<file path="config.mk">
export PLATFORM = sky130hd
export DESIGN_NAME = fetch_top
export DESIGN_NICKNAME = d
export VERILOG_FILES = /design/src/verilog/fetch_pkg.sv /design/src/verilog/addr_translate.sv /design/src/verilog/discard_counter.sv /design/src/verilog/fetch_fsm.sv /design/src/verilog/fetch_top.sv /design/src/verilog/itlb.sv /design/src/verilog/pc_gen.sv
export SDC_FILE = /design/constraint.sdc
export NUM_CORES = 1
export LEC_CHECK = 0
export BUFFER_PORTS_ARGS = -buffer_cell sky130_fd_sc_hd__buf_2
export CAP_MARGIN = 10
export CORE_UTILIZATION = 55
export DETAILED_ROUTE_END_ITERATION = 6
export HOLD_SLACK_MARGIN = 0.12
export PLACE_DENSITY = 0.79
export RECOVER_POWER = 100
export SLEW_MARGIN = 10
export SYNTH_ARGS = -nofsm -noshare
export SYNTH_HDL_FRONTEND = slang
export SYNTH_SLANG_ARGS = --single-unit
</file>
<file path="constraint.sdc">
create_clock -name clk -period 8.2 [get_ports clk]
set_input_delay 1.23 -clock clk [delete_from_list [all_inputs] [get_ports clk]]
set_output_delay 1.23 -clock clk [all_outputs]
set_load 0.05 [all_outputs]
</file>
<file path="src/verilog/fetch_pkg.sv">
package fetch_pkg;

    // 4 KB page view of a virtual address
    typedef struct packed {
        logic [19:0] vpn;
        logic [11:0] offset;
    } va_4k_t;

    // 4 MB page view
    typedef struct packed {
        logic [9:0]  vpn;
        logic [21:0] offset;
    } va_4m_t;

    typedef union packed {
        va_4k_t p4k;
        va_4m_t p4m;
    } vaddr_u;

    typedef struct packed {
        logic       plv0;
        logic       plv3;
        logic [2:0] vseg;
        logic [2:0] pseg;
    } dmw_t;

    typedef struct packed {
        logic [9:0] asid;
        logic       da;
        logic       pg;
        logic [1:0] plv;
        dmw_t       dmw0;
        dmw_t       dmw1;
    } csr_fe_t;

    // ps4m set selects a 4 MB page
    typedef struct packed {
        logic [18:0] vppn;
        logic        ps4m;
        logic        g;
        logic [9:0]  asid;
        logic [19:0] ppn;
        logic [1:0]  plv;
        logic [1:0]  mat;
        logic        d;
        logic        v;
        logic        valid;
    } tlb_entry_t;

    typedef struct packed {
        logic        found;
        logic [19:0] ppn;
        logic        ps4m;
        logic [1:0]  plv;
        logic        v;
    } tlb_result_t;

    typedef struct packed {
        logic        valid;
        logic [31:0] target;
    } redirect_t;

    typedef struct packed {
        logic [31:0] pc;
        logic [31:0] inst;
        logic        ex;
        logic [7:0]  ecode;
    } fetch_out_t;

    typedef struct packed {
        logic [31:0] paddr;
        logic        ex;
        logic [7:0]  ecode;
    } trans_t;

    localparam logic [7:0] ECODE_ADEF = 8'h08;
    localparam logic [7:0] ECODE_TLBR = 8'h3f;
    localparam logic [7:0] ECODE_PIF  = 8'h03;
    localparam logic [7:0] ECODE_PPI  = 8'h07;

    // source of the winning redirect
    typedef enum logic [2:0] {
        RK_NONE,
        RK_EX,
        RK_BRE,
        RK_BRD,
        RK_ERTN,
        RK_PRED
    } redir_kind_e;

endpackage

</file>
<file path="src/verilog/addr_translate.sv">
`timescale 1ns/1ps
module addr_translate import fetch_pkg::*; (
    input  logic [31:0] fetch_vaddr,
    input  csr_fe_t     csr,
    input  tlb_result_t tlb_res,
    output vaddr_u      lookup_va,
    output logic [9:0]  lookup_asid,
    output trans_t      trans
);

    logic        da_hit;
    logic        dmw0_hit;
    logic        dmw1_hit;
    logic        tlb_path;
    logic [31:0] tlb_pa;

    function automatic logic dmw_match(input dmw_t w, input logic [1:0] plv,
                                       input logic [2:0] seg);
        logic plv_ok;
        plv_ok = (plv == 2'd0 && w.plv0) || (plv == 2'd3 && w.plv3);
        return plv_ok && (seg == w.vseg);
    endfunction

    assign lookup_va   = fetch_vaddr;
    assign lookup_asid = csr.asid;

    assign da_hit   = csr.da && !csr.pg;
    assign dmw0_hit = dmw_match(csr.dmw0, csr.plv, fetch_vaddr[31:29]);
    assign dmw1_hit = dmw_match(csr.dmw1, csr.plv, fetch_vaddr[31:29]);
    assign tlb_path = !da_hit && !dmw0_hit && !dmw1_hit;

    // offset width follows the page size of the hit entry
    assign tlb_pa = tlb_res.ps4m ? {tlb_res.ppn[19:10], lookup_va.p4m.offset}
                                 : {tlb_res.ppn, lookup_va.p4k.offset};

    always_comb begin
        if (da_hit) begin
            trans.paddr = fetch_vaddr;
        end else if (dmw0_hit) begin
            trans.paddr = {csr.dmw0.pseg, fetch_vaddr[28:0]};
        end else if (dmw1_hit) begin
            trans.paddr = {csr.dmw1.pseg, fetch_vaddr[28:0]};
        end else begin
            trans.paddr = tlb_pa;
        end
    end

    always_comb begin
        trans.ex    = 1'b1;
        trans.ecode = 8'h00;
        if (fetch_vaddr[1:0] != 2'b00) begin
            trans.ecode = ECODE_ADEF;
        end else if (tlb_path && !tlb_res.found) begin
            trans.ecode = ECODE_TLBR;
        end else if (tlb_path && !tlb_res.v) begin
            trans.ecode = ECODE_PIF;
        end else if (tlb_path && (csr.plv > tlb_res.plv)) begin
            trans.ecode = ECODE_PPI;
        end else begin
            trans.ex = 1'b0;
        end
    end

endmodule

</file>
<file path="src/verilog/discard_counter.sv">
`timescale 1ns/1ps
module discard_counter #(
    parameter int MAX_INFLIGHT = 2
) (
    input  logic clk,
    input  logic rstn,
    input  logic accept,
    input  logic reply,
    input  logic flush,
    output logic full,
    output logic drop_reply
);

    localparam int CW = $clog2(MAX_INFLIGHT + 1);

    logic [CW-1:0] out_cnt;
    logic [CW-1:0] out_nx;
    logic [CW-1:0] stale_cnt;

    assign out_nx     = out_cnt + CW'(accept) - CW'(reply);
    assign full       = (out_cnt == CW'(MAX_INFLIGHT));
    assign drop_reply = (stale_cnt != '0);

    always_ff @(posedge clk) begin
        if (!rstn) begin
            out_cnt   <= '0;
            stale_cnt <= '0;
        end else begin
            out_cnt <= out_nx;
            // everything still on the bus after a flush is stale
            if (flush) begin
                stale_cnt <= out_nx;
            end else if (reply && drop_reply) begin
                stale_cnt <= stale_cnt - 1'b1;
            end
        end
    end

endmodule

</file>
<file path="src/verilog/fetch_fsm.sv">
`timescale 1ns/1ps
module fetch_fsm import fetch_pkg::*; #(
    parameter int MAX_INFLIGHT = 2
) (
    input  logic        clk,
    input  logic        rstn,
    input  trans_t      trans,
    input  logic [31:0] fetch_vaddr,
    input  logic        redirect_taken,
    input  logic        full,
    input  logic        drop_reply,
    output logic        advance,
    output logic        inst_req,
    output logic [31:0] inst_addr,
    input  logic        inst_addr_ok,
    input  logic        inst_data_ok,
    input  logic [31:0] inst_rdata,
    output logic        fd_valid,
    output fetch_out_t  fd_bus,
    input  logic        d_allowin
);

    localparam int PW = (MAX_INFLIGHT > 1) ? $clog2(MAX_INFLIGHT) : 1;
    localparam int CW = $clog2(MAX_INFLIGHT + 1);

    typedef enum logic [1:0] {FETCH, HOLD, EXC_WAIT} state_e;

    state_e        state;
    state_e        state_nx;
    logic          run;
    logic          exc_held;
    fetch_out_t    exc_item;
    logic [31:0]   q_pc   [MAX_INFLIGHT];
    logic [31:0]   q_inst [MAX_INFLIGHT];
    logic [PW-1:0] rd_ptr;
    logic [PW-1:0] wr_ptr;
    logic [PW-1:0] fill_ptr;
    logic [CW-1:0] q_cnt;
    logic [CW-1:0] n_ready;
    logic [CW-1:0] q_cnt_nx;
    logic [CW-1:0] n_ready_nx;
    logic          reply_ok;
    logic          start_exc;
    logic          push;
    logic          fill;
    logic          pop;

    function automatic logic [PW-1:0] bump(input logic [PW-1:0] p);
        if (p == PW'(MAX_INFLIGHT - 1)) begin
            return '0;
        end
        return p + 1'b1;
    endfunction

    assign reply_ok  = inst_data_ok && !drop_reply;
    assign inst_req  = run && (state == FETCH) && !full && !trans.ex;
    assign inst_addr = trans.paddr;
    assign advance   = inst_req && inst_addr_ok;
    // exception item waits until every older request has drained
    assign start_exc = run && (state == FETCH) && trans.ex && (q_cnt == '0);

    assign push = advance && !redirect_taken;
    assign fill = reply_ok && !redirect_taken;
    assign fd_valid = !redirect_taken && (exc_held || n_ready != '0 || reply_ok);
    assign pop  = fd_valid && d_allowin && !exc_held;

    assign q_cnt_nx   = q_cnt + CW'(push) - CW'(pop);
    assign n_ready_nx = n_ready + CW'(fill) - CW'(pop);

    always_comb begin
        if (exc_held) begin
            fd_bus = exc_item;
        end else begin
            fd_bus.pc    = q_pc[rd_ptr];
            // reply goes straight through when nothing older waits
            fd_bus.inst  = (n_ready != '0) ? q_inst[rd_ptr] : inst_rdata;
            fd_bus.ex    = 1'b0;
            fd_bus.ecode = 8'h00;
        end
    end

    always_comb begin
        state_nx = state;
        case (state)
            FETCH: begin
                if (!redirect_taken && (start_exc || n_ready_nx != '0)) begin
                    state_nx = HOLD;
                end
            end
            HOLD: begin
                if (redirect_taken) begin
                    state_nx = FETCH;
                end else if (exc_held) begin
                    if (d_allowin) begin
                        state_nx = EXC_WAIT;
                    end
                end else if (n_ready_nx == '0) begin
                    state_nx = FETCH;
                end
            end
            default: begin
                if (redirect_taken) begin
                    state_nx = FETCH;
                end
            end
        endcase
    end

    always_ff @(posedge clk) begin
        if (!rstn) begin
            state    <= FETCH;
            run      <= 1'b0;
            exc_held <= 1'b0;
        end else begin
            state    <= state_nx;
            run      <= 1'b1;
            exc_held <= (state_nx == HOLD) && (exc_held || start_exc);
        end
    end

    always_ff @(posedge clk) begin
        if (!rstn || redirect_taken) begin
            rd_ptr   <= '0;
            wr_ptr   <= '0;
            fill_ptr <= '0;
            q_cnt    <= '0;
            n_ready  <= '0;
        end else begin
            if (push) begin
                wr_ptr <= bump(wr_ptr);
            end
            if (fill) begin
                fill_ptr <= bump(fill_ptr);
            end
            if (pop) begin
                rd_ptr <= bump(rd_ptr);
            end
            q_cnt   <= q_cnt_nx;
            n_ready <= n_ready_nx;
        end
    end

    always_ff @(posedge clk) begin
        if (push) begin
            q_pc[wr_ptr] <= fetch_vaddr;
        end
        if (fill) begin
            q_inst[fill_ptr] <= inst_rdata;
        end
        if (start_exc) begin
            exc_item <= '{pc: fetch_vaddr, inst: 32'h0, ex: 1'b1, ecode: trans.ecode};
        end
    end

endmodule

</file>
<file path="src/verilog/fetch_top.sv">
`timescale 1ns/1ps
module fetch_top import fetch_pkg::*; #(
    parameter int          TLBNUM       = 8,
    parameter int          MAX_INFLIGHT = 2,
    parameter logic [31:0] RESET_PC     = 32'h1c00_0000
) (
    input  logic                      clk,
    input  logic                      rstn,
    input  csr_fe_t                   csr,
    input  redirect_t                 br_e,
    input  redirect_t                 br_d,
    input  redirect_t                 predict,
    input  redirect_t                 ex_entry,
    input  redirect_t                 ertn,
    input  logic                      tlb_we,
    input  logic [$clog2(TLBNUM)-1:0] tlb_windex,
    input  tlb_entry_t                tlb_wentry,
    output logic                      inst_req,
    output logic [31:0]               inst_addr,
    input  logic                      inst_addr_ok,
    input  logic                      inst_data_ok,
    input  logic [31:0]               inst_rdata,
    output logic                      fd_valid,
    output fetch_out_t                fd_bus,
    input  logic                      d_allowin
);

    logic [31:0] fetch_vaddr;
    logic        advance;
    logic        redirect_taken;
    logic        full;
    logic        drop_reply;
    trans_t      trans;
    tlb_result_t tlb_res;
    vaddr_u      lookup_va;
    logic [9:0]  lookup_asid;

    pc_gen #(
        .RESET_PC(RESET_PC)
    ) u_pc_gen (
        .clk           (clk),
        .rstn          (rstn),
        .br_e          (br_e),
        .br_d          (br_d),
        .predict       (predict),
        .ex_entry      (ex_entry),
        .ertn          (ertn),
        .advance       (advance),
        .fetch_vaddr   (fetch_vaddr),
        .redirect_taken(redirect_taken)
    );

    addr_translate u_addr_translate (
        .fetch_vaddr(fetch_vaddr),
        .csr        (csr),
        .tlb_res    (tlb_res),
        .lookup_va  (lookup_va),
        .lookup_asid(lookup_asid),
        .trans      (trans)
    );

    itlb #(
        .TLBNUM(TLBNUM)
    ) u_itlb (
        .clk        (clk),
        .rstn       (rstn),
        .we         (tlb_we),
        .windex     (tlb_windex),
        .wentry     (tlb_wentry),
        .lookup_va  (lookup_va),
        .lookup_asid(lookup_asid),
        .res        (tlb_res)
    );

    fetch_fsm #(
        .MAX_INFLIGHT(MAX_INFLIGHT)
    ) u_fetch_fsm (
        .clk           (clk),
        .rstn          (rstn),
        .trans         (trans),
        .fetch_vaddr   (fetch_vaddr),
        .redirect_taken(redirect_taken),
        .full          (full),
        .drop_reply    (drop_reply),
        .advance       (advance),
        .inst_req      (inst_req),
        .inst_addr     (inst_addr),
        .inst_addr_ok  (inst_addr_ok),
        .inst_data_ok  (inst_data_ok),
        .inst_rdata    (inst_rdata),
        .fd_valid      (fd_valid),
        .fd_bus        (fd_bus),
        .d_allowin     (d_allowin)
    );

    // advance is exactly one accepted bus request
    discard_counter #(
        .MAX_INFLIGHT(MAX_INFLIGHT)
    ) u_discard_counter (
        .clk       (clk),
        .rstn      (rstn),
        .accept    (advance),
        .reply     (inst_data_ok),
        .flush     (redirect_taken),
        .full      (full),
        .drop_reply(drop_reply)
    );

endmodule

</file>
<file path="src/verilog/itlb.sv">
`timescale 1ns/1ps
module itlb import fetch_pkg::*; #(
    parameter int TLBNUM = 8
) (
    input  logic                      clk,
    input  logic                      rstn,
    input  logic                      we,
    input  logic [$clog2(TLBNUM)-1:0] windex,
    input  tlb_entry_t                wentry,
    input  vaddr_u                    lookup_va,
    input  logic [9:0]                lookup_asid,
    output tlb_result_t               res
);

    tlb_entry_t        tlb [TLBNUM];
    logic [TLBNUM-1:0] match;

    always_ff @(posedge clk) begin
        if (!rstn) begin
            for (int i = 0; i < TLBNUM; i++) begin
                tlb[i] <= '0;
            end
        end else if (we) begin
            tlb[windex] <= wentry;
        end
    end

    always_comb begin
        logic vpn_hit;
        for (int i = 0; i < TLBNUM; i++) begin
            if (tlb[i].ps4m) begin
                vpn_hit = (tlb[i].vppn[18:9] == lookup_va.p4m.vpn);
            end else begin
                vpn_hit = (tlb[i].vppn == lookup_va.p4k.vpn[19:1]);
            end
            match[i] = tlb[i].valid && vpn_hit
                       && (tlb[i].g || tlb[i].asid == lookup_asid);
        end
    end

    // lowest matching index wins
    always_comb begin
        res = '0;
        for (int i = TLBNUM - 1; i >= 0; i--) begin
            if (match[i]) begin
                res.found = 1'b1;
                res.ps4m  = tlb[i].ps4m;
                res.plv   = tlb[i].plv;
                res.v     = tlb[i].v;
                // va bit 12 picks the even or odd page of the pair
                res.ppn   = tlb[i].ps4m ? tlb[i].ppn
                                        : {tlb[i].ppn[19:1], lookup_va.p4k.vpn[0]};
            end
        end
    end

endmodule

</file>
<file path="src/verilog/pc_gen.sv">
`timescale 1ns/1ps
module pc_gen import fetch_pkg::*; #(
    parameter logic [31:0] RESET_PC = 32'h1c00_0000
) (
    input  logic        clk,
    input  logic        rstn,
    input  redirect_t   br_e,
    input  redirect_t   br_d,
    input  redirect_t   predict,
    input  redirect_t   ex_entry,
    input  redirect_t   ertn,
    input  logic        advance,
    output logic [31:0] fetch_vaddr,
    output logic        redirect_taken
);

    logic [31:0] pc;
    logic        buf_valid;
    redir_kind_e buf_kind;
    logic [31:0] buf_target;
    redir_kind_e win_kind;
    logic [31:0] win_target;
    logic        pred_blocked;

    // wrong-path prediction while a real redirect is pending
    assign pred_blocked = buf_valid && (buf_kind != RK_PRED);

    always_comb begin
        if (ex_entry.valid) begin
            win_kind = RK_EX;
        end else if (br_e.valid) begin
            win_kind = RK_BRE;
        end else if (br_d.valid) begin
            win_kind = RK_BRD;
        end else if (ertn.valid) begin
            win_kind = RK_ERTN;
        end else if (predict.valid && !pred_blocked) begin
            win_kind = RK_PRED;
        end else begin
            win_kind = RK_NONE;
        end
    end

    always_comb begin
        case (win_kind)
            RK_EX:   win_target = ex_entry.target;
            RK_BRE:  win_target = br_e.target;
            RK_BRD:  win_target = br_d.target;
            RK_ERTN: win_target = ertn.target;
            RK_PRED: win_target = predict.target;
            default: win_target = pc;
        endcase
    end

    assign redirect_taken = (win_kind != RK_NONE);

    // buffered target overrides the sequential pc until it is fetched
    assign fetch_vaddr = buf_valid ? buf_target : pc;

    always_ff @(posedge clk) begin
        if (!rstn) begin
            pc        <= RESET_PC;
            buf_valid <= 1'b0;
            buf_kind  <= RK_NONE;
        end else if (redirect_taken) begin
            buf_valid <= 1'b1;
            buf_kind  <= win_kind;
        end else if (advance) begin
            pc        <= fetch_vaddr + 32'd4;
            buf_valid <= 1'b0;
        end
    end

    always_ff @(posedge clk) begin
        if (redirect_taken) begin
            buf_target <= win_target;
        end
    end

endmodule
</file>
# After elaboration in Yosys (flattened, before gate mapping)
# Memory sizes are Yosys's and may differ from the RTL's. A register that Yosys moved wholly into a read port is not among the register bits.
# Cells that the tools add are included.
# op_classes
shift	0
eq_ne	36
mux	86
n_reduce_logical	88
n_div	0
n_addsub	11
magnitude_cmp	1
n_bitwise	1
mul	0
# ops
operator	n
2-to-1 mux 25 bit	8
equality test 10 bit	16
2-to-1 mux 32 bit	5
one-hot mux 32 bit (5 select lines)	1
equality test 19 bit	8
2-to-1 mux 73 bit	1
2-to-1 mux 58 bit	1
OR reduction 58 bit	1
2-to-1 mux 1 bit	51
logical AND 1 bit	45
adder 32 x 3 -> 32 bit (second input constant)	1
2-to-1 mux 22 bit	1
2-to-1 mux 3 bit	7
2-to-1 mux 2 bit	8
logical OR 1 bit	15
zero test 1 bit	13
2-to-1 mux 6 bit	2
nonzero test 2 bit	6
zero test 2 bit	4
adder 2 x 1 -> 2 bit	3
equality test 3 x 2 -> 1 bit (second input constant)	2
equality test 3 bit	2
equality test 3 bit (second input constant)	2
subtractor 2 x 1 -> 2 bit	3
other kinds (13)	17
# word_totals
latchBits	0
out_inout_bits	107
ram_bits	592
register_bits	123
mem_count	3
mem_bits_ro	0
# memory_table
memory	words	width	rd	rd_clocked_by_memory_dff	wr	line_no	text
u_itlb.tlb	8	58	8	0	8	itlb.sv:15	tlb_entry_t tlb [TLBNUM];
u_fetch_fsm.q_inst	2	32	1	1	1	fetch_fsm.sv:34	logic [31:0] q_inst [MAX_INFLIGHT];
u_fetch_fsm.q_pc	2	32	1	1	1	fetch_fsm.sv:33	logic [31:0] q_pc [MAX_INFLIGHT];

# Longest topological paths before layout
# Gate-level depths: netlist (run 1).
# logic_depth
ltp_word	27
depth_mapped	31

# By module
# A second synthesis (run 1) with hierarchy kept.
# hier_totals
hier_cells	2785
hier_area_um2	34199.0
# modules_own_cells
mod	cells_per_inst	seq_area_each_um2	instances	area_per_inst_um2
itlb	1562	13212.7	1	20811.2
fetch_fsm	495	5285.1	1	7363.3
pc_gen	577	1681.6	1	4787.1
addr_translate	126	0.0	1	999.7
discard_counter	25	80.1	1	237.7

# Least setup slack after synthesis (run 1)
# OpenSTA, ideal clock, no wires.
# synth_timing
path_kind	input-to-reg
startpoint	in csr[29] in the netlist's numbering
endpoint	mem u_fetch_fsm.q_pc[0][0] (enable)
path_buffers	4
t_required_ps	7775
arrival_time_ps	6860
stages	22
setup_slack_ps	915
cell_sequence	clkbuf_1 -> xor2_1 -> nor4_1 -> a41oi_1 -> nor4_1 -> and2_1 -> clkbuf_1 -> buf_2 -> buf_2 -> nand2_1 -> a21oi_1 -> a21o_1 -> mux2i_1 -> a21oi_1 -> o221ai_1 -> ha_1 -> nor2b_1 -> o21ai_0 -> o211ai_2 -> nand2_1 -> and3_1 -> nor2b_1
# synth_between
elab_chain_cells	23
elab_cells_between_ends	48
classes_between	order compare (1); eq/ne (8); mux (14); reduce/logical (25)
# synth_rtl
element	line_no	text
from (decl)	fetch_top.sv:9	input csr_fe_t csr,
equality test 10 bit	itlb.sv:37	&& (tlb[i].g || tlb[i].asid == lookup_asid);
logical OR 1 bit	itlb.sv:37	
logical AND 1 bit	itlb.sv:37	
2-to-1 mux 25 bit (7 in series)	itlb.sv:45	if (match[i]) begin
2-to-1 mux 25 bit *	itlb.sv:45	
greater-than comparator 2 bit	addr_translate.sv:57	end else if (tlb_path && (csr.plv > tlb_res.plv)) begin
logical AND 1 bit	addr_translate.sv:57	
2-to-1 mux 1 bit	addr_translate.sv:57	
[3 not listed]	-	
zero test 1 bit *	fetch_fsm.sv:56	assign inst_req = run && (state == FETCH) && !full && !trans.ex;
logical AND 1 bit *	fetch_fsm.sv:56	
named net inst_req	fetch_top.sv:18	output logic inst_req,
logical AND 1 bit *	fetch_fsm.sv:58	assign advance = inst_req && inst_addr_ok;
logical AND 1 bit *	fetch_fsm.sv:62	assign push = advance && !redirect_taken;
named net u_fetch_fsm.push	fetch_fsm.sv:44	logic push;
2-to-1 mux 1 bit *	fetch_fsm.sv:144	if (push) begin
2-to-1 mux 1 bit (implied by the code) *	fetch_fsm.sv:145	q_pc[wr_ptr] <= fetch_vaddr;
to (decl)	fetch_fsm.sv:33	
# The timed path passes the listed nets; every way through them passes the cells marked *.

# Worst setup path in the final report (run 1)
# layout_timing
startpoint	reg u_pc_gen.buf_valid
endpoint	out inst_addr[30]
# layout_between
elab_chain_cells	16
elab_cells_between_ends	56
classes_between	eq/ne (18); mux (20); reduce/logical (18)
# layout_rtl
element	line_no	text
from (decl)	pc_gen.sv:18	logic buf_valid;
from (signal assigned)	pc_gen.sv:63	buf_valid <= 1'b0;
from (signal assigned)	pc_gen.sv:66	buf_valid <= 1'b1;
from (signal assigned)	pc_gen.sv:70	buf_valid <= 1'b0;
2-to-1 mux 32 bit *	pc_gen.sv:58	assign fetch_vaddr = buf_valid ? buf_target : pc;
equality test 19 bit / equality test 10 bit (equally long branches)	itlb.sv:34, itlb.sv:32	
2-to-1 mux 1 bit	itlb.sv:31	if (tlb[i].ps4m) begin
logical AND 1 bit	itlb.sv:36	match[i] = tlb[i].valid && vpn_hit
logical AND 1 bit	itlb.sv:37	
2-to-1 mux 25 bit (8 in series)	itlb.sv:45	
2-to-1 mux 32 bit	addr_translate.sv:41	end else if (dmw1_hit) begin
2-to-1 mux 32 bit	addr_translate.sv:39	end else if (dmw0_hit) begin
2-to-1 mux 32 bit *	addr_translate.sv:37	if (da_hit) begin
to (decl)	fetch_top.sv:19	output logic [31:0] inst_addr,
# Every way passes the cells marked *; elsewhere a longest branch is shown, timed or not.

==> run summary, run 1 <==
outcome: complete, but fails checks
violated checks: DRC, capacitance limit, slew limit
clock tree sinks: 688
required time reported for the critical path endpoint: 6970 ps
commonest cells in the synthesized netlist: sky130_fd_sc_hd__edfxtp_1, sky130_fd_sc_hd__and2_1, sky130_fd_sc_hd__nand2_1
fillcell total: 4475
critical path class: reg -> out
Initial DRC Count: 2453
worst reg-to-reg setup slack: 640 ps
detailed placement HPWL: 62300 um
summed negative setup slack over all endpoints: 0 ps
hold violation total from the final report: 0
slew at the pin closest to its max-slew limit: 4590 ps
Worst Hold Path EP: u_pc_gen.pc[12]
Critical R2R Capture: u_pc_gen.pc[0]
total grt overflow: 0
power density over cell area: 210 nW/um^2
vias per cell: 6.02
number of clock buffers inserted by TritonCTS: 70
Leak Pwr: 13.2 nW
portion of total power attributed to sequential cells: 51.7%
Yosys warnings: 0
global routing met2 resource utilization: 52.1%
Max Fanout on Critical Path: 24
net switching power figure: 1.94 mW
register bit total from synthesis: 688
share of power burned in the clock network: 38.1%
sequential cell area fraction in the yosys report: 60.4%
Hold Startpoint: u_pc_gen.pc[12]
path category of the worst min-delay check: reg -> reg
number of vias in the routed layout: 23600
headroom to the max-slew limit: -210%
async set-reset flop share out of synthesis: 0%
Setup Viol. Count Final: 0
Post-Synthesis Cells: 2748
Synth Flop Type: sky130_fd_sc_hd__edfxtp_1
remaining routing DRC violations: 12
number of H-tree branching levels: 3
Worst Reg-to-Reg Cells: 16
final-stage net count: 3383
GP Congestion: 0.885
Max Cap Viol: 25
nature of the critical path startpoint: flip-flop
clock latency on the worst-skew pair: 610 ps
met3 global-route usage: 5.82%
part of the total power dissipated in combinational logic: 10.2%
post_cts resized: 0
horizontal die dimension: 248 um
endpoint type of the worst setup path: output pin
standard-cell rows: 89
min cycle time layout: 7800 ps
net switching share of the total power: 24.3%
leading cell types by total area after synthesis: sky130_fd_sc_hd__edfxtp_1, sky130_fd_sc_hd__and2_1, sky130_fd_sc_hd__xnor2_1
number of synthesized flops with an enable pin: 636
TritonCTS clock tree: built
share of cells above drive strength 1: 13.8%
number of antenna violations at the first check in global routing: 17
synth unique cells: 74
hold bufs inserted after CTS: 0
Wirelength per Cell: 24.2 um
Top-Level Pins: 401
Layout Skew: 22.5 ps
combined area of all synthesized cells: 33300 um^2
maximum number of pins on one net before global-route repair: 108
final instance area: 37800 um^2
arrival time at the worst endpoint: 6570 ps
hold path depth: 2
vias in the first global route: 23000
share of the synthesized area in the top cell type: 57.3%
Crit Reg-Reg Startpoint: u_pc_gen.buf_valid
Placement Cell Area: 36000 um^2
buffers from clock root to sink, at most: 3
met1 usage in global routing: 36.2%
cell type with the highest aggregate area in the netlist: sky130_fd_sc_hd__edfxtp_1
first-pass GRT wire length: 137000 um
number of iterations in the first detailed-routing pass: 7
Max rail drop VDD: 0.000164 V
average cell area after synthesis: 12.1 um^2
P&R area growth vs syn: 13.4%
design internal power: 6.02 mW
final critical-path share of the clock period: 95.1%
cell chosen for the clock root: sky130_fd_sc_hd__clkbuf_16
top-count cell post-synth: sky130_fd_sc_hd__edfxtp_1
post-CTS repair timing setup buffer count: 0
number of pins with negative max-slew slack in the final report: 1190
Initial Utilization: 56.0%
clk slew on worst S/H paths: 60 ps
unrepaired setup endpoints after global routing: no
core area: 59500 um^2
residual antenna-violating net count after detailed routing: 0
Die Span Y: 248 um
port bufs: 395
Total Wirelength: 94500 um
GRT Util Overall: 30.1%
post-route core utilization: 63.6%
Most Used Layer, Global Route: met2
die footprint: 61600 um^2
maximum clock frequency: 128 MHz
==> per-layer routing <==
metal  vias up  share of wire, %
met1     11500                36
met2      1214                50
li1      10600                 -
met3       263               8.9
met4        16               4.7
met5         -              0.12
==> area by class of cell <==
class | instances | area (um^2) | share of cell area (%)
diodes | 11 | 27.5 | 0.0728
clock buffers | 89 | 1850 | 4.91
clock inverters | 33 | 272 | 0.718
inverters | 46 | 174 | 0.460
multi-input cells | 1824 | 12200 | 32.3
flip-flops and latches | 688 | 20100 | 53.3
well taps | 773 | 967 | 2.56
repair buffers | 449 | 2140 | 5.67
==> registers in the layout (all words and copies together) (netlist names), 3 cells and up, named ones only <==
signal,cells
u_itlb.tlb,440
u_pc_gen.buf_kind,3
u_fetch_fsm.exc_item,36
u_pc_gen.buf_target,32
u_pc_gen.pc,32
u_fetch_fsm.q_inst,64
u_fetch_fsm.q_pc,64
==> logic make-up (layout without fill, tap and decap cells) <==
logic type                 count (synthesis)  in the layout  share of synthesized area, %
muxes                                    131            131                          4.17
buffers and inverters                    237            617                          3.12
AOI/OAI and AO/OA                        406            406                          8.65
and+or+nand+nor                         1008           1008                          16.2
DFF                                      688            688                          60.4
xor gates and xnor gates                 267            267                          7.02
other                                      1             13                        0.0113
adders and majority gates                 10             10                         0.375
==> power groups by stage <==
stage	combinational (mW)	clock, mW	sequential [mW]
after global placement	0.795	0	4.17
after floorplan	0.511	0	4.16
after global routing	0.865	3.18	4.13
after CTS	0.824	3.05	4.11
after detailed placement	0.817	0	4.18
final	0.812	3.03	4.12
==> per-stage QoR <==
stage	setup slack (ps)	hold slack, ps	power (mW)	cells
finish	398	476	7.96	3913
global route	210	501	8.18	3908
CTS	717	480	7.98	3902
detailed placement	1110	473	4.99	3780
global placement	1120	459	4.96	3780
floorplan	915	451	4.67	2749
==> how the worst max path moves through the flow <==
stage	start	end
2_1_floorplan	csr[29]	u_fetch_fsm.q_pc[0][0]
3_3_place_gp	csr[29]	u_discard_counter.stale_cnt[1]
3_5_place_dp	csr[29]	u_discard_counter.stale_cnt[1]
4_1_cts	u_pc_gen.buf_valid	inst_req
5_1_grt	u_pc_gen.buf_valid	inst_req
6_report	u_pc_gen.buf_valid	inst_addr[30]
==> layout by cell type, fill, tap and decap left out, types with 7 or more instances in the layout <==
cell,instances
sky130_fd_sc_hd__nor3_1,34
sky130_fd_sc_hd__nor2b_1,7
sky130_fd_sc_hd__mux2i_1,109
sky130_fd_sc_hd__and2_0,243
sky130_fd_sc_hd__edfxtp_1,636
sky130_fd_sc_hd__and4_1,7
sky130_fd_sc_hd__buf_2,264
sky130_fd_sc_hd__diode_2,11
sky130_fd_sc_hd__clkinv_1,21
sky130_fd_sc_hd__clkbuf_16,71
sky130_fd_sc_hd__and3_1,11
sky130_fd_sc_hd__nand4_1,13
sky130_fd_sc_hd__xor2_1,113
sky130_fd_sc_hd__nor2_1,149
sky130_fd_sc_hd__dfxtp_1,50
sky130_fd_sc_hd__a211oi_1,36
sky130_fd_sc_hd__and2_1,212
sky130_fd_sc_hd__xnor2_1,154
sky130_fd_sc_hd__nand2_1,188
sky130_fd_sc_hd__mux2i_2,7
sky130_fd_sc_hd__or3_1,19
sky130_fd_sc_hd__o211ai_1,41
sky130_fd_sc_hd__inv_1,45
sky130_fd_sc_hd__clkbuf_2,9
sky130_fd_sc_hd__nand3_1,50
sky130_fd_sc_hd__nor4_1,35
sky130_fd_sc_hd__a31oi_1,45
sky130_fd_sc_hd__ha_1,10
sky130_fd_sc_hd__a41oi_1,11
sky130_fd_sc_hd__nand3b_1,7
sky130_fd_sc_hd__o21a_1,22
sky130_fd_sc_hd__a222oi_1,32
sky130_fd_sc_hd__clkbuf_1,165
sky130_fd_sc_hd__o21ai_0,91
sky130_fd_sc_hd__a21oi_1,45
sky130_fd_sc_hd__a22oi_1,24
sky130_fd_sc_hd__buf_4,27
==> critical path, cell delays in order (launching register included) <==
cell and delay, ps:
sky130_fd_sc_hd__dfxtp_2 930, sky130_fd_sc_hd__mux2i_1 270, sky130_fd_sc_hd__clkbuf_1 700, sky130_fd_sc_hd__xnor2_1 130
sky130_fd_sc_hd__nor4_1 380, sky130_fd_sc_hd__a41oi_1 320, sky130_fd_sc_hd__nor2_1 280, sky130_fd_sc_hd__clkbuf_1 1110
sky130_fd_sc_hd__nand2_1 120, sky130_fd_sc_hd__o211a_1 260, sky130_fd_sc_hd__or3_1 350, sky130_fd_sc_hd__a31oi_1 230
sky130_fd_sc_hd__a21oi_1 220, sky130_fd_sc_hd__o21ai_0 310, sky130_fd_sc_hd__clkbuf_2 330
(Power assumes the default switching activity.)
==> run 2, diff against run 1 <==
Settings changed: ABC_AREA set to 1.
==> run 2 against run 1 <==
The run still ends with DRC, capacitance limit, slew limit left. Clock power grew 11%. Cell count grew 23%. Die area grew 1.9%. Sequential share of layout area shrank 0.96 points. Highest routed layer is now met4.
==> run summary, run 2 <==
outcome: complete, but fails checks
violated checks: DRC, capacitance limit, slew limit
count of non-filler cells in the finished layout: 4820
leading registers by flop count: u_itlb.tlb (440), u_fetch_fsm.q_inst (64), u_fetch_fsm.q_pc (64)
Leak Pwr: 16.4 nW
number of clock buffers inserted by TritonCTS: 73
register bit total from synthesis: 688
GRT Util Overall: 31.6%
P&R area growth vs syn: 13.3%
number of iterations in the first detailed-routing pass: 7
maximum clock frequency: 127 MHz
combined area of all synthesized cells: 34000 um^2
Total Wirelength: 101000 um
Max Fanout on Critical Path: 33
final instance area: 38500 um^2
Hold Startpoint: u_pc_gen.buf_kind[0]
final-stage net count: 4281
path category of the worst min-delay check: reg -> reg
horizontal die dimension: 251 um
endpoint type of the worst setup path: output pin
arrival time at the worst endpoint: 6660 ps
Yosys warnings: 0
clk slew on worst S/H paths: 60 ps
post-route core utilization: 63.4%
most frequent cells in the layout: sky130_fd_sc_hd__nand2_1, sky130_fd_sc_hd__nor2_1, sky130_fd_sc_hd__edfxtp_1
cell type with the highest aggregate area in the netlist: sky130_fd_sc_hd__edfxtp_1
number of pins with negative max-slew slack in the final report: 1045
worst reg-to-reg setup slack: 420 ps
clock tree sinks: 688
Die Span Y: 251 um
standard-cell rows: 90
Placement Cell Area: 36400 um^2
Worst Reg-to-Reg Cells: 29
number of vias in the routed layout: 27800
share of the synthesized area in the top cell type: 56.2%
slew at the pin closest to its max-slew limit: 3780 ps
Max Cap Viol: 22
top register by number of flip-flops: u_itlb.tlb
first-pass GRT wire length: 149000 um
residual antenna-violating net count after detailed routing: 0
power consumption: 8.31 mW
unrepaired setup endpoints after global routing: no
maximum number of pins on one net before global-route repair: 66
Wirelength per Cell: 20.9 um
die footprint: 62800 um^2
Synth Flop Type: sky130_fd_sc_hd__edfxtp_1
Layout Skew: 21.1 ps
Crit Reg-Reg Startpoint: u_pc_gen.buf_valid
async set-reset flop share out of synthesis: 0%
GP Congestion: 0.969
critical path class: reg -> out
post_cts resized: 0
share of cells above drive strength 1: 12.9%
hold bufs inserted after CTS: 0
Top-Level Pins: 401
synth unique cells: 59
nature of the critical path startpoint: flip-flop
Worst Hold Path EP: u_pc_gen.buf_kind[0]
min cycle time layout: 7890 ps
cell total after placement: 4684
Critical R2R Capture: u_pc_gen.pc[27]
required time reported for the critical path endpoint: 6970 ps
top-count cell post-synth: sky130_fd_sc_hd__nand2_1
number of antenna violations at the first check in global routing: 5
sequential cell area fraction in the yosys report: 59.3%
hold violation total from the final report: 0
power density over cell area: 216 nW/um^2
hold path depth: 2
remaining routing DRC violations: 12
number of synthesized flops with an enable pin: 636
final critical-path share of the clock period: 96.3%
buffers from clock root to sink, at most: 3
core area: 60700 um^2
clock latency on the worst-skew pair: 630 ps
most common cell after layout, fill and taps aside: sky130_fd_sc_hd__nand2_1
Initial DRC Count: 3252
summed negative setup slack over all endpoints: 0 ps
TritonCTS clock tree: built
cell chosen for the clock root: sky130_fd_sc_hd__clkbuf_16
Post-Synthesis Cells: 3651
vias per cell: 5.76
detailed placement HPWL: 65400 um
vias in the first global route: 25900
post-CTS repair timing setup buffer count: 0
total grt overflow: 0
number of flip-flops in the largest register: 440
number of H-tree branching levels: 3
average cell area after synthesis: 9.30 um^2
commonest cells in the synthesized netlist: sky130_fd_sc_hd__nand2_1, sky130_fd_sc_hd__nor2_1, sky130_fd_sc_hd__edfxtp_1
leading cell types by total area after synthesis: sky130_fd_sc_hd__edfxtp_1, sky130_fd_sc_hd__nand2_1, sky130_fd_sc_hd__nor2_1
port bufs: 395
Max rail drop VDD: 0.000143 V
headroom to the max-slew limit: -152%
Initial Utilization: 56.0%
Setup Viol. Count Final: 0
[run 2: changes by cell type in the layout (fill, tap and decap cells not counted), moves of 33 or more]
cell                      delta
sky130_fd_sc_hd__mux2i_1   -107
sky130_fd_sc_hd__and2_0    -243
sky130_fd_sc_hd__xnor2_1   -108
sky130_fd_sc_hd__o21ai_0    +50
sky130_fd_sc_hd__and2_1    -212
sky130_fd_sc_hd__or2_2      +33
sky130_fd_sc_hd__nand2_1   +626
sky130_fd_sc_hd__inv_1     +285
sky130_fd_sc_hd__xor2_1     -40
sky130_fd_sc_hd__nand3_1    +98
sky130_fd_sc_hd__a21oi_1    +54
sky130_fd_sc_hd__nor2_1    +564
[run 2: metal layers]
metal	part of all wire (%)	GRT usage, %	up-vias	routed length (um)
met4	5.0	15.8	0	4990
li1	-	-	12800	-
met1	37	39.3	13100	37200
met3	10	5.77	288	10100
met2	48	52.8	1597	48300
met5	0	0	-	0
[run 2: worst max-delay path, stage by stage, from the launching register on]
cell,delay [ps]
sky130_fd_sc_hd__dfxtp_2,620
sky130_fd_sc_hd__buf_4,420
sky130_fd_sc_hd__nand2_1,90
sky130_fd_sc_hd__nand2_1,770
sky130_fd_sc_hd__nand2_1,120
sky130_fd_sc_hd__nand2_1,110
sky130_fd_sc_hd__nor2_1,40
sky130_fd_sc_hd__nand3_1,160
sky130_fd_sc_hd__nor2_2,100
sky130_fd_sc_hd__o21ai_2,620
sky130_fd_sc_hd__buf_4,440
sky130_fd_sc_hd__o211ai_1,130
sky130_fd_sc_hd__o21ai_0,120
sky130_fd_sc_hd__nand2_1,70
sky130_fd_sc_hd__nand3_1,100
sky130_fd_sc_hd__o211ai_1,110
sky130_fd_sc_hd__nand3_1,120
sky130_fd_sc_hd__o21ai_0,200
sky130_fd_sc_hd__ha_1,370
sky130_fd_sc_hd__a21oi_1,80
sky130_fd_sc_hd__a211oi_1,660
sky130_fd_sc_hd__a21oi_2,110
sky130_fd_sc_hd__nand4_2,160
sky130_fd_sc_hd__inv_1,50
sky130_fd_sc_hd__clkbuf_2,260
[run 2: per-stage QoR]
step / hold slack, ps / setup WS [ps]
finish: 471 / 306
global route: 494 / 80.3
CTS: 474 / 468
detailed placement: 459 / 1090
global placement: 446 / 1250
floorplan: 429 / 1940
[run 2: worst max-delay path by stage]
stage	from	end	slack [ps]	cells past startpoint
CTS	u_pc_gen.buf_valid	inst_req	470	28
detailed placement	csr[24]	inst_req	1090	28
global placement	u_pc_gen.buf_valid	inst_req	1250	28
floorplan	csr[20]	u_fetch_fsm.q_pc[0][0]	1940	27
finish	u_pc_gen.buf_valid	inst_req	310	24
global route	u_pc_gen.buf_valid	u_pc_gen.pc[5]	80	29
[run 2: power breakdown]
group	switching (mW)	internal, mW
registers	0.0755	4.04
logic	0.603	0.228
clock network	1.42	1.96
total	2.10	6.22
[run 2: kinds of logic after synthesis]
group	share of synthesized area, %
AOI/OAI and AO/OA	8.19
xor gates and xnor gates	3.12
adders and majority gates	0.368
buffers and inverters	6.71
DFF	59.3
muxes	0.0589
other	0.0110
and+or+nand+nor	22.3
[run 2: layout make-up]
cell class	instances	area, um^2
clock inverter	41	504
fill	4875	22200
multi-input combinational	2422	11500
tap	782	978
clock buffer	89	1940
inverter	352	1330
antenna	6	15.0
timing repair buffer	440	2070
sequential	688	20100
